===== src/cache_pkg.sv =====
// --------------------
// Shared geometry and encodings for the L3 directory
// SETS must stay a power of two, WAYS a power of two too,
// because age counters wrap modulo WAYS on a fill
// --------------------

package cache_pkg;

	// --------------------
	// Geometry
	// --------------------
	localparam int ADDR_BITS   = 32;                                 // Trace address width
	localparam int OFFSET_BITS = 6;                                  // 64-byte lines
	localparam int SET_BITS    = 4;                                  // Set index width
	localparam int SETS        = 1 << SET_BITS;                      // 16 sets
	localparam int TAG_BITS    = ADDR_BITS - SET_BITS - OFFSET_BITS; // 22
	localparam int WAYS        = 8;                                  // Associativity
	localparam int WAY_BITS    = $clog2(WAYS);                       // Way index and age width
	localparam int LINE_BITS   = TAG_BITS + SET_BITS;                // Line address, tag over set
	localparam int COUNT_BITS  = 32;                                 // Statistics counters

	// Age update rules, driven by the controller into the LRU unit
	localparam logic [1:0] AGE_NONE   = 2'd0; // Ages unchanged
	localparam logic [1:0] AGE_TOUCH  = 2'd1; // Hit way becomes youngest
	localparam logic [1:0] AGE_FILL   = 2'd2; // All age by one, victim wraps to 0
	localparam logic [1:0] AGE_DEMOTE = 2'd3; // Invalidated way becomes oldest

	// --------------------
	// Encodings
	// --------------------
	typedef enum logic [2:0] {
		cmd_none,         // Idle slot
		cpu_read,         // CPU data read
		cpu_write,        // CPU data write
		snoop_read,       // Other cache reads
		snoop_write,      // Other cache writes back
		snoop_invalidate, // Other cache upgrades S to M
		snoop_rwim,       // Other cache reads for ownership
		clear             // Invalidate whole directory
	} cmd_t;

	typedef enum logic [1:0] {
		st_i, // Invalid, never hits
		st_s, // Shared, clean
		st_e, // Exclusive, clean
		st_m  // Modified, dirty
	} mesi_t;

	typedef enum logic [1:0] {
		bus_read,       // Fill for a read miss
		bus_write,      // Data write on the bus
		bus_invalidate, // Upgrade of a shared line
		bus_rwim        // Fill with ownership for a write miss
	} bus_op_t;

	// Snoop answer, both the one we put and the one we sample
	typedef enum logic [1:0] {
		snp_nohit, // Line not held
		snp_hit,   // Held clean
		snp_hitm   // Held modified
	} snoop_t;

endpackage : cache_pkg


===== src/cache_coherence_ctrl.sv =====
// --------------------
// MESI decisions for one command per cycle
// Array updates land on the edge ending the command cycle;
// bus, wb, put and L2 pulses follow one cycle later
// snoop_in is only meaningful with a CPU read miss
// --------------------

module cache_coherence_ctrl (
	input  logic                                            clk,
	input  logic                                            reset,
	input  logic                                            cmd_valid,
	input  cache_pkg::cmd_t                                 cmd,
	input  logic [cache_pkg::SET_BITS-1:0]                  set,
	input  logic [cache_pkg::TAG_BITS-1:0]                  tag,
	input  cache_pkg::snoop_t                               snoop_in,   // Other caches' answer
	input  logic                                            hit,
	input  logic [cache_pkg::WAY_BITS-1:0]                  hit_way,
	input  cache_pkg::mesi_t                                hit_state,
	input  logic [cache_pkg::WAY_BITS-1:0]                  victim_way,
	input  cache_pkg::mesi_t [cache_pkg::WAYS-1:0]          way_states,
	input  logic [cache_pkg::WAYS-1:0][cache_pkg::TAG_BITS-1:0] way_tags,
	output logic                                            tag_we,
	output logic [cache_pkg::WAY_BITS-1:0]                  wr_way,
	output cache_pkg::mesi_t                                wr_state,
	output logic [cache_pkg::TAG_BITS-1:0]                  wr_tag,
	output logic [1:0]                                      age_op,
	output logic [cache_pkg::WAY_BITS-1:0]                  age_way,
	output logic                                            clear_all,
	output logic                                            bus_valid,
	output cache_pkg::bus_op_t                              bus_op,
	output logic [cache_pkg::LINE_BITS-1:0]                 bus_addr,
	output logic                                            wb_valid,
	output logic [cache_pkg::LINE_BITS-1:0]                 wb_addr,
	output logic                                            put_valid,
	output cache_pkg::snoop_t                               put_result,
	output logic                                            l2_inv_valid,
	output logic [cache_pkg::LINE_BITS-1:0]                 l2_inv_addr,
	output logic [cache_pkg::COUNT_BITS-1:0]                read_count,
	output logic [cache_pkg::COUNT_BITS-1:0]                write_count,
	output logic [cache_pkg::COUNT_BITS-1:0]                hit_count,
	output logic [cache_pkg::COUNT_BITS-1:0]                miss_count
);

	import cache_pkg::*;

	logic                 cpu_access;             // CPU read or write this cycle
	logic [LINE_BITS-1:0] line_addr;              // Requested line
	logic [LINE_BITS-1:0] victim_addr;            // Line held by the victim way
	mesi_t                victim_state;
	logic                 bus_req, wb_req, put_req, l2_req;
	bus_op_t              bus_op_d;
	snoop_t               put_d;
	logic [LINE_BITS-1:0] wb_addr_d, l2_addr_d;

	assign cpu_access   = cmd_valid && (cmd == cpu_read || cmd == cpu_write);
	assign clear_all    = cmd_valid && (cmd == clear);
	assign line_addr    = {tag, set};
	assign victim_state = way_states[victim_way];
	assign victim_addr  = {way_tags[victim_way], set};

	// --------------------
	// Decision
	// --------------------
	always_comb begin
		tag_we    = 1'b0;
		wr_way    = hit_way;
		wr_state  = hit_state;
		wr_tag    = tag;
		age_op    = AGE_NONE;
		age_way   = hit_way;
		bus_req   = 1'b0;
		bus_op_d  = bus_read;
		wb_req    = 1'b0;
		wb_addr_d = line_addr;
		put_req   = 1'b0;
		put_d     = snp_nohit;
		l2_req    = 1'b0;
		l2_addr_d = line_addr;
		if (cmd_valid) begin
			case (cmd)
				cpu_read, cpu_write: begin
					if (hit) begin
						age_op = AGE_TOUCH;
						if (cmd == cpu_write) begin
							tag_we   = 1'b1;
							wr_state = st_m;           // E and M silent, S upgrades
							if (hit_state == st_s) begin
								bus_req  = 1'b1;
								bus_op_d = bus_invalidate;
							end
						end
					end else begin
						age_op  = AGE_FILL;            // Victim becomes youngest
						age_way = victim_way;
						tag_we  = 1'b1;
						wr_way  = victim_way;
						bus_req = 1'b1;
						if (victim_state != st_i) begin
							l2_req    = 1'b1;          // Inclusion, drop from L2
							l2_addr_d = victim_addr;
						end
						if (victim_state == st_m) begin
							wb_req    = 1'b1;          // Dirty victim
							wb_addr_d = victim_addr;
						end
						if (cmd == cpu_read) begin
							bus_op_d = bus_read;
							if (snoop_in == snp_nohit) begin
								wr_state = st_e;       // Nobody else holds it
							end else begin
								wr_state = st_s;
							end
						end else begin
							bus_op_d = bus_rwim;
							wr_state = st_m;
						end
					end
				end
				snoop_read, snoop_write, snoop_invalidate, snoop_rwim: begin
					put_req = 1'b1;
					if (hit) begin
						if (hit_state == st_m) begin
							put_d = snp_hitm;
						end else begin
							put_d = snp_hit;
						end
						case (cmd)
							snoop_read: begin
								tag_we   = 1'b1;
								wr_state = st_s;       // Share with requester
								wb_req   = (hit_state == st_m);
							end
							snoop_rwim: begin
								tag_we   = 1'b1;
								wr_state = st_i;
								wb_req   = (hit_state == st_m);
								l2_req   = 1'b1;
								age_op   = AGE_DEMOTE; // Freed way goes first
							end
							snoop_invalidate: begin
								if (hit_state == st_s) begin
									tag_we   = 1'b1;
									wr_state = st_i;
									l2_req   = 1'b1;
									age_op   = AGE_DEMOTE;
								end
							end
							default: ;                 // Snoop write, no change
						endcase
					end
				end
				default: ;                             // Idle or clear
			endcase
		end
	end

	// --------------------
	// Output pulses
	// --------------------
	always_ff @(posedge clk) begin
		if (reset) begin
			bus_valid    <= 1'b0;
			wb_valid     <= 1'b0;
			put_valid    <= 1'b0;
			l2_inv_valid <= 1'b0;
		end else begin
			bus_valid    <= bus_req;
			wb_valid     <= wb_req;
			put_valid    <= put_req;
			l2_inv_valid <= l2_req;
		end
	end

	// Payload, held between pulses
	always_ff @(posedge clk) begin
		if (bus_req) begin
			bus_op   <= bus_op_d;
			bus_addr <= line_addr;
		end
		if (wb_req) begin
			wb_addr <= wb_addr_d;
		end
		if (put_req) begin
			put_result <= put_d;
		end
		if (l2_req) begin
			l2_inv_addr <= l2_addr_d;
		end
	end

	// --------------------
	// Statistics
	// --------------------
	always_ff @(posedge clk) begin
		if (reset || clear_all) begin
			read_count  <= '0;
			write_count <= '0;
			hit_count   <= '0;
			miss_count  <= '0;
		end else if (cpu_access) begin
			if (cmd == cpu_read) begin
				read_count <= read_count + 1'b1;
			end else begin
				write_count <= write_count + 1'b1;
			end
			if (hit) begin
				hit_count <= hit_count + 1'b1;
			end else begin
				miss_count <= miss_count + 1'b1;
			end
		end
	end

	// Dirty data leaves only by eviction (with L2 inv) or by a snoop
	a_wb_cause : assert property (
		@(posedge clk) disable iff (reset)
		wb_valid |-> (l2_inv_valid || put_valid)
	) else $error("ctrl: write-back without eviction or snoop");

endmodule : cache_coherence_ctrl


===== src/cache_l3.sv =====
// --------------------
// L3 directory top, tags and MESI states only
// One command per cycle, outputs one cycle later
// No back-pressure; low offset bits are ignored
// --------------------

module cache_l3 (
	input  logic                            clk,
	input  logic                            reset,
	input  logic                            cmd_valid,    // One-cycle command strobe
	input  cache_pkg::cmd_t                 cmd,
	input  logic [cache_pkg::ADDR_BITS-1:0] addr,         // Byte address
	input  cache_pkg::snoop_t               snoop_in,     // Sampled with cmd
	output logic                            bus_valid,
	output cache_pkg::bus_op_t              bus_op,
	output logic [cache_pkg::LINE_BITS-1:0] bus_addr,
	output logic                            wb_valid,
	output logic [cache_pkg::LINE_BITS-1:0] wb_addr,
	output logic                            put_valid,
	output cache_pkg::snoop_t               put_result,
	output logic                            l2_inv_valid,
	output logic [cache_pkg::LINE_BITS-1:0] l2_inv_addr,
	output logic [cache_pkg::COUNT_BITS-1:0] read_count,
	output logic [cache_pkg::COUNT_BITS-1:0] write_count,
	output logic [cache_pkg::COUNT_BITS-1:0] hit_count,
	output logic [cache_pkg::COUNT_BITS-1:0] miss_count
);

	import cache_pkg::*;

	logic [SET_BITS-1:0]                set;
	logic [TAG_BITS-1:0]                tag;
	logic                               hit;
	logic [WAY_BITS-1:0]                hit_way;
	mesi_t                              hit_state;
	mesi_t [WAYS-1:0]                   way_states;
	logic [WAYS-1:0][TAG_BITS-1:0]      way_tags;
	logic [WAY_BITS-1:0]                victim_way;
	logic                               tag_we;
	logic [WAY_BITS-1:0]                wr_way;
	mesi_t                              wr_state;
	logic [TAG_BITS-1:0]                wr_tag;
	logic [1:0]                         age_op;
	logic [WAY_BITS-1:0]                age_way;
	logic                               clear_all;

	// Address split, tag over set over offset
	assign set = addr[OFFSET_BITS +: SET_BITS];
	assign tag = addr[OFFSET_BITS + SET_BITS +: TAG_BITS];

	cache_tag_store i_tag_store (
		.clk, .reset, .set, .tag, .tag_we, .wr_way, .wr_state, .wr_tag, .clear_all,
		.hit, .hit_way, .hit_state, .way_states, .way_tags
	);

	cache_lru i_lru (
		.clk, .reset, .set, .age_op, .age_way, .clear_all, .victim_way
	);

	cache_coherence_ctrl i_ctrl (
		.clk, .reset, .cmd_valid, .cmd, .set, .tag, .snoop_in,
		.hit, .hit_way, .hit_state, .victim_way, .way_states, .way_tags,
		.tag_we, .wr_way, .wr_state, .wr_tag, .age_op, .age_way, .clear_all,
		.bus_valid, .bus_op, .bus_addr, .wb_valid, .wb_addr,
		.put_valid, .put_result, .l2_inv_valid, .l2_inv_addr,
		.read_count, .write_count, .hit_count, .miss_count
	);

endmodule : cache_l3


===== src/cache_lru.sv =====
// --------------------
// Per-set age counters, 0 youngest, WAYS-1 oldest
// Ages of a set always form a permutation of 0..WAYS-1
// Fill relies on modulo wrap, so WAYS is a power of two
// --------------------

module cache_lru (
	input  logic                           clk,
	input  logic                           reset,
	input  logic [cache_pkg::SET_BITS-1:0] set,        // Addressed set
	input  logic [1:0]                     age_op,     // AGE_* rule to apply
	input  logic [cache_pkg::WAY_BITS-1:0] age_way,    // Way the rule is about
	input  logic                           clear_all,  // Restore initial ages
	output logic [cache_pkg::WAY_BITS-1:0] victim_way  // Oldest way of the set
);

	import cache_pkg::*;

	logic [WAY_BITS-1:0] age_q    [SETS][WAYS]; // Age per line
	logic [WAY_BITS-1:0] cur_age  [WAYS];       // Ages of addressed set
	logic [WAY_BITS-1:0] next_age [WAYS];       // Ages after the rule
	logic [WAY_BITS-1:0] ref_age;               // Age of age_way
	logic [WAYS-1:0]     is_oldest;

	// --------------------
	// Read and victim
	// --------------------
	always_comb begin
		victim_way = '0;
		for (int w = 0; w < WAYS; w++) begin
			cur_age[w]   = age_q[set][w];
			is_oldest[w] = (cur_age[w] == WAY_BITS'(WAYS - 1));
			if (is_oldest[w]) begin
				victim_way = WAY_BITS'(w);
			end
		end
	end

	assign ref_age = cur_age[age_way];

	// --------------------
	// Update rules
	// --------------------
	always_comb begin
		for (int w = 0; w < WAYS; w++) begin
			next_age[w] = cur_age[w]; // Default hold
			case (age_op)
				AGE_TOUCH: begin
					if (WAY_BITS'(w) == age_way) begin
						next_age[w] = '0; // Most recent
					end else if (cur_age[w] < ref_age) begin
						next_age[w] = cur_age[w] + 1'b1;
					end
				end
				AGE_FILL: begin
					next_age[w] = cur_age[w] + 1'b1; // Victim wraps to 0
				end
				AGE_DEMOTE: begin
					if (WAY_BITS'(w) == age_way) begin
						next_age[w] = WAY_BITS'(WAYS - 1); // Next victim
					end else if (cur_age[w] > ref_age) begin
						next_age[w] = cur_age[w] - 1'b1;
					end
				end
				default: ;
			endcase
		end
	end

	always_ff @(posedge clk) begin
		if (reset || clear_all) begin
			for (int s = 0; s < SETS; s++) begin
				for (int w = 0; w < WAYS; w++) begin
					age_q[s][w] <= WAY_BITS'(w); // Way w starts at age w
				end
			end
		end else if (age_op != AGE_NONE) begin
			for (int w = 0; w < WAYS; w++) begin
				age_q[set][w] <= next_age[w];
			end
		end
	end

	// Rules from the controller keep exactly one oldest way per set
	a_one_victim : assert property (
		@(posedge clk) disable iff (reset)
		!$isunknown(set) |-> $onehot(is_oldest)
	) else $error("lru: set %0d has no single oldest way", set);

endmodule : cache_lru


===== src/cache_tag_store.sv =====
// --------------------
// Tag and MESI state arrays, one write per cycle
// Lookup of the addressed set is combinational
// A way hits only while its state is valid
// --------------------

module cache_tag_store (
	input  logic                                            clk,
	input  logic                                            reset,
	input  logic [cache_pkg::SET_BITS-1:0]                  set,        // Addressed set
	input  logic [cache_pkg::TAG_BITS-1:0]                  tag,        // Request tag
	input  logic                                            tag_we,     // Write one way
	input  logic [cache_pkg::WAY_BITS-1:0]                  wr_way,
	input  cache_pkg::mesi_t                                wr_state,
	input  logic [cache_pkg::TAG_BITS-1:0]                  wr_tag,
	input  logic                                            clear_all,  // Invalidate all sets
	output logic                                            hit,
	output logic [cache_pkg::WAY_BITS-1:0]                  hit_way,
	output cache_pkg::mesi_t                                hit_state,
	output cache_pkg::mesi_t [cache_pkg::WAYS-1:0]          way_states, // Whole set, for victim
	output logic [cache_pkg::WAYS-1:0][cache_pkg::TAG_BITS-1:0] way_tags
);

	import cache_pkg::*;

	// --------------------
	// Storage
	// --------------------
	mesi_t                state_q [SETS][WAYS]; // Coherence state per line
	logic [TAG_BITS-1:0]  tag_q   [SETS][WAYS]; // Tag per line
	logic [WAYS-1:0]      match;                // Valid and tag equal, per way

	// State array, cleared by reset or clear command
	always_ff @(posedge clk) begin
		if (reset || clear_all) begin
			for (int s = 0; s < SETS; s++) begin
				for (int w = 0; w < WAYS; w++) begin
					state_q[s][w] <= st_i;
				end
			end
		end else if (tag_we) begin
			state_q[set][wr_way] <= wr_state; // New MESI state
		end
	end

	// Tag array
	always_ff @(posedge clk) begin
		if (tag_we) begin
			tag_q[set][wr_way] <= wr_tag; // Same tag on a pure state change
		end
	end

	// --------------------
	// Lookup
	// --------------------
	always_comb begin
		hit     = 1'b0;
		hit_way = '0;
		for (int w = 0; w < WAYS; w++) begin
			way_states[w] = state_q[set][w];
			way_tags[w]   = tag_q[set][w];
			match[w]      = (state_q[set][w] != st_i) && (tag_q[set][w] == tag);
			if (match[w]) begin
				hit     = 1'b1;
				hit_way = WAY_BITS'(w); // Single match expected
			end
		end
	end

	assign hit_state = way_states[hit_way]; // Meaningful only with hit

	// A tag is only filled on a miss, so no set ever holds it twice
	a_single_hit : assert property (
		@(posedge clk) disable iff (reset)
		!$isunknown(set) |-> $onehot0(match)
	) else $error("tag store: more than one way hits in set %0d", set);

endmodule : cache_tag_store


===== config.mk =====
export PLATFORM = sky130hd
export DESIGN_NAME = cache_l3
export DESIGN_NICKNAME = d
export VERILOG_FILES = /design/src/cache_pkg.sv /design/src/cache_coherence_ctrl.sv /design/src/cache_l3.sv /design/src/cache_lru.sv /design/src/cache_tag_store.sv
export SDC_FILE = /design/constraint.sdc
export NUM_CORES = 2
export LEC_CHECK = 0
export BUFFER_PORTS_ARGS = -buffer_cell sky130_fd_sc_hd__clkbuf_2
export CAP_MARGIN = 15
export CORE_MARGIN = 1.5
export CORE_UTILIZATION = 25
export CTS_BUF_LIST = sky130_fd_sc_hd__clkbuf_8
export DETAILED_ROUTE_END_ITERATION = 10
export GPL_TIMING_DRIVEN = 0
export HOLD_SLACK_MARGIN = 0.08
export PLACE_DENSITY_LB_ADDON = 0.15
export REMOVE_ABC_BUFFERS = 1
export SLEW_MARGIN = 20
export SYNTH_ARGS = -nofsm -noshare
export SYNTH_HDL_FRONTEND = slang
export SYNTH_HIERARCHICAL = 1
export SYNTH_SLANG_ARGS = --single-unit

===== constraint.sdc =====
create_clock -name clk -period 11.4 [get_ports clk]
set_clock_uncertainty 0.15 [all_clocks]
set_input_delay 1.14 -clock clk [delete_from_list [all_inputs] [get_ports clk]]
set_output_delay 1.14 -clock clk [all_outputs]
set_load 0.1 [all_outputs]

==> impl_metrics.toml <==
[timing]
fmax_mhz = 88.7
worstMarginPinSlew_ns = 1.22
layout_min_cycle_time_ns = 11.27
setup_viol = 0
hold_violations = 0
worst_slack_ns = 0.127
max-slew-margin-rel_pct = 18.6
rsz0062_at_grt = "no"
period_share_pct = 98.9
drv_slew = 0

[job]
maxCapViolCount = 0

[placement]
io_buffers = 247
placement.setup.worst_slack_ns = -3.27
hpwlAfterDp_um = 379000
post_dp_cell_area_sq_um = 174000
place_congestion = 0.862

[setup_path]
worstSetupStartpoint = "addr[9]"
cp.required_ns = 12.16
path_common_cell = "buf_16"
crit_fanout = 57
slowest_delay_ns = 0.83
arrival_ns = 12.04
r2r-start = "i_tag_store/tag_q[12][144]"
startpoint_type = "primary input"
cp-end-kind = "register"
cp_slowest_cell = "nand2_1"
endpoint = "i_lru/age_q[3][13]"
reg2reg_depth = 26
r2r_slack_ns = 1.83
critPathKind = "in -> reg"
regToRegEndpoint = "i_lru/age_q[13][15]"

[global_route]
grt_max_degree = 91
grt_pass1_wl_um = 776000
antenna_found_initial = 37
grt_pass1_vias = 94600
grt_overflow_total = 0
grt.total_usage_pct = 17.3

[cells_and_area]
seqCellArea_sq_um = 109000
drive_above_1_share_pct = 26.0
layout.nets = 9960
area.growth.synth_to_final_pct = 18.3
nFillCells = 62400
final_cell_mix = "edfxtp_1, mux4_2, clkbuf_8"
fin_area_sq_um = 187000
mostFrequentLayoutCell = "edfxtp_1"
multi_input_area_sq_um = 46000

[run_status]
status = "complete, no violations"

[floorplanning]
start_util_pct = 25.1
die_w_um = 799
core_area_sq_um = 631000
rows = 292
die_h_um = 799
die_area_sq_um = 638000
pin_count = 254

[synth]
synth_edf_count = 3538
syn_area_per_cell_sq_um = 17.1
synth_seq_cells = 3670
syn_area_sq_um = 158000
yosysWarningCount = 6
synthFlopType = "edfxtp_1"
synth_cells = 9230
ys_types = 123
seq_area_frac_synth_pct = 68.8
synth-async-reset-ratio_pct = 0

[power]
power_frac_seq_pct = 50.3
share_comb_of_total_power_pct = 9.6
p_switching_uw = 7740
power_frac_clock_pct = 40.1
pwr_density_cell_nw_per_um2 = 158
vdd_drop_max_uv = 129
intPower_uw = 21900
power.leakage_uw = 0.0605
p_sw_share_pct = 26.1

[hold_path]
holdPathStages = 1
min_path_type = "in -> reg"

[drt]
ant_nets = 0
via_per_inst = 4.86
drc = 0
firstDrtPassIters = 6
vias = 91200
wire_per_inst_um = 30.1
drt-initial-drc-count = 8811
routed_wl_um = 566000

[clocking]
clock_latency_ns = 1.30
htree_levels = 6
cts_inserted_buffers = 668
cts_tree = "yes"
cts.sinks = 3670
clk_pin_slew_ns = 0.06
clock_path_buffers = 4
clockRootBuffer = "clkbuf_8"
## synthesized netlist by cell type (63+ instances only)
master | count | area, sq um
clkbuf_1 | 248 | 931
o21ai_0 | 152 | 761
edfxtp_1 | 3538 | 106000
nand3_1 | 201 | 1010
nor3_1 | 84 | 420
nand4_1 | 78 | 488
mux2i_1 | 451 | 4510
mux4_1 | 72 | 1890
inv_1 | 176 | 661
xnor2_1 | 231 | 2020
buf_6 | 63 | 709
buf_2 | 157 | 786
nor2_1 | 706 | 2650
nand2_1 | 658 | 2470
o22ai_1 | 63 | 394
a22oi_1 | 104 | 781
dfxtp_1 | 132 | 2640
mux4_2 | 835 | 18800
a21oi_1 | 249 | 1250
buf_4 | 83 | 623
mux2_2 | 82 | 923
## worst min-delay path by stage
| stage | startpoint | slack [ns] | endpoint |
|---|---|---|---|
| after floorplan | i_ctrl/miss_count[1] | 0.78 | i_ctrl/miss_count[1] |
| after global placement | i_ctrl/miss_count[31] | 0.33 | i_ctrl/miss_count[31] |
| after detailed placement | i_ctrl/read_count[26] | 0.34 | i_ctrl/read_count[26] |
| after CTS | addr[27] | 0.14 | i_tag_store/tag_q[1][149] |
| after global routing | addr[27] | 0.21 | i_tag_store/tag_q[9][149] |
| final | addr[24] | 0.27 | i_tag_store/tag_q[3][14] |
## per-layer routing
metal,global-route usage (%),up-vias,share of wire (%)
met2,28.9,3397,48
met1,22.3,48700,42
met5,0,-,0.0076
met3,3.16,926,6.3
met4,6.36,6,4.2
li1,-,38200,-
## through the flow
stage                     std cells  power, uW  utilization [%]  setup TNS [ns]  hold WS [ns]
after detailed placement      17600      18000             27.6        -3412.82         0.345
after CTS                     18800      30000             29.6               0         0.135
after global routing          18800      30700             29.6               0         0.206
after global placement        17200      18800             26.3               -         0.332
final                         18800      29600             29.6               0         0.274
after floorplan                8610      16400                -          -16.34         0.775
## final cells by class
type	instances	area share [%]
tap	8379	5.60
inverter	188	0.399
sequential	3670	58.2
clock inverter	508	1.62
antenna	17	0.0227
timing repair buffer	589	4.64
multi-input combinational	4752	24.6
clock buffer	680	5.00
## power by group through the flow
stage | Sequential [uW] | Combinational, uW | Clock (uW)
2_1_floorplan | 15200 | 1180 | 0
3_3_place_gp | 15200 | 3540 | 0
3_5_place_dp | 15200 | 2820 | 0
4_1_cts | 14900 | 2840 | 12300
5_1_grt | 14900 | 2970 | 12800
6_report | 14900 | 2840 | 11900
## cell families (layout without fill, tap and decap cells)
family	Yosys count	in the layout	synth area share [%]
AOI/OAI and AO/OA	896	896	3.77
xor gates and xnor gates	295	295	1.65
adders and majority gates	52	52	0.410
buffers and inverters	808	1965	2.84
DFF	3670	3670	68.8
muxes	1445	1445	16.6
other	0	17	0
and+or+nand+nor	2064	2064	5.96
## timing repair
action                     4_1_cts  5_1_grt
setup endpoints to repair      539      399
buffers inserted                 3       10
resized for setup               29       20
hold endpoints to repair       111        0
hold buffers                    14        0
pin swaps                        3        5
## critical path: cells and delay by family
| kind | cells | cell delay [ns] |
|---|---|---|
| AO/OA/AOI/OAI | 5 | 1.51 |
| XOR/XNOR | 1 | 0.18 |
| buffers and inverters | 9 | 2.77 |
| multiplexers | 3 | 1.21 |
| AND/OR/NAND/NOR | 11 | 4.43 |
## sequential cells by signal (all words and copies together) (netlist names)
| signal | flops |
|---|---|
| i_ctrl/bus_addr | 26 |
| i_ctrl/bus_op | 2 |
| i_ctrl/bus_valid | 1 |
| i_ctrl/hit_count | 32 |
| i_ctrl/l2_inv_addr | 26 |
| i_ctrl/l2_inv_valid | 1 |
| i_ctrl/miss_count | 32 |
| i_ctrl/put_result | 2 |
| i_ctrl/put_valid | 1 |
| i_ctrl/read_count | 32 |
| i_ctrl/wb_addr | 26 |
| i_ctrl/wb_valid | 1 |
| i_ctrl/write_count | 32 |
| i_lru/age_q | 384 |
| i_tag_store/state_q | 256 |
| i_tag_store/tag_q | 2816 |
(Power assumes the default switching activity.)
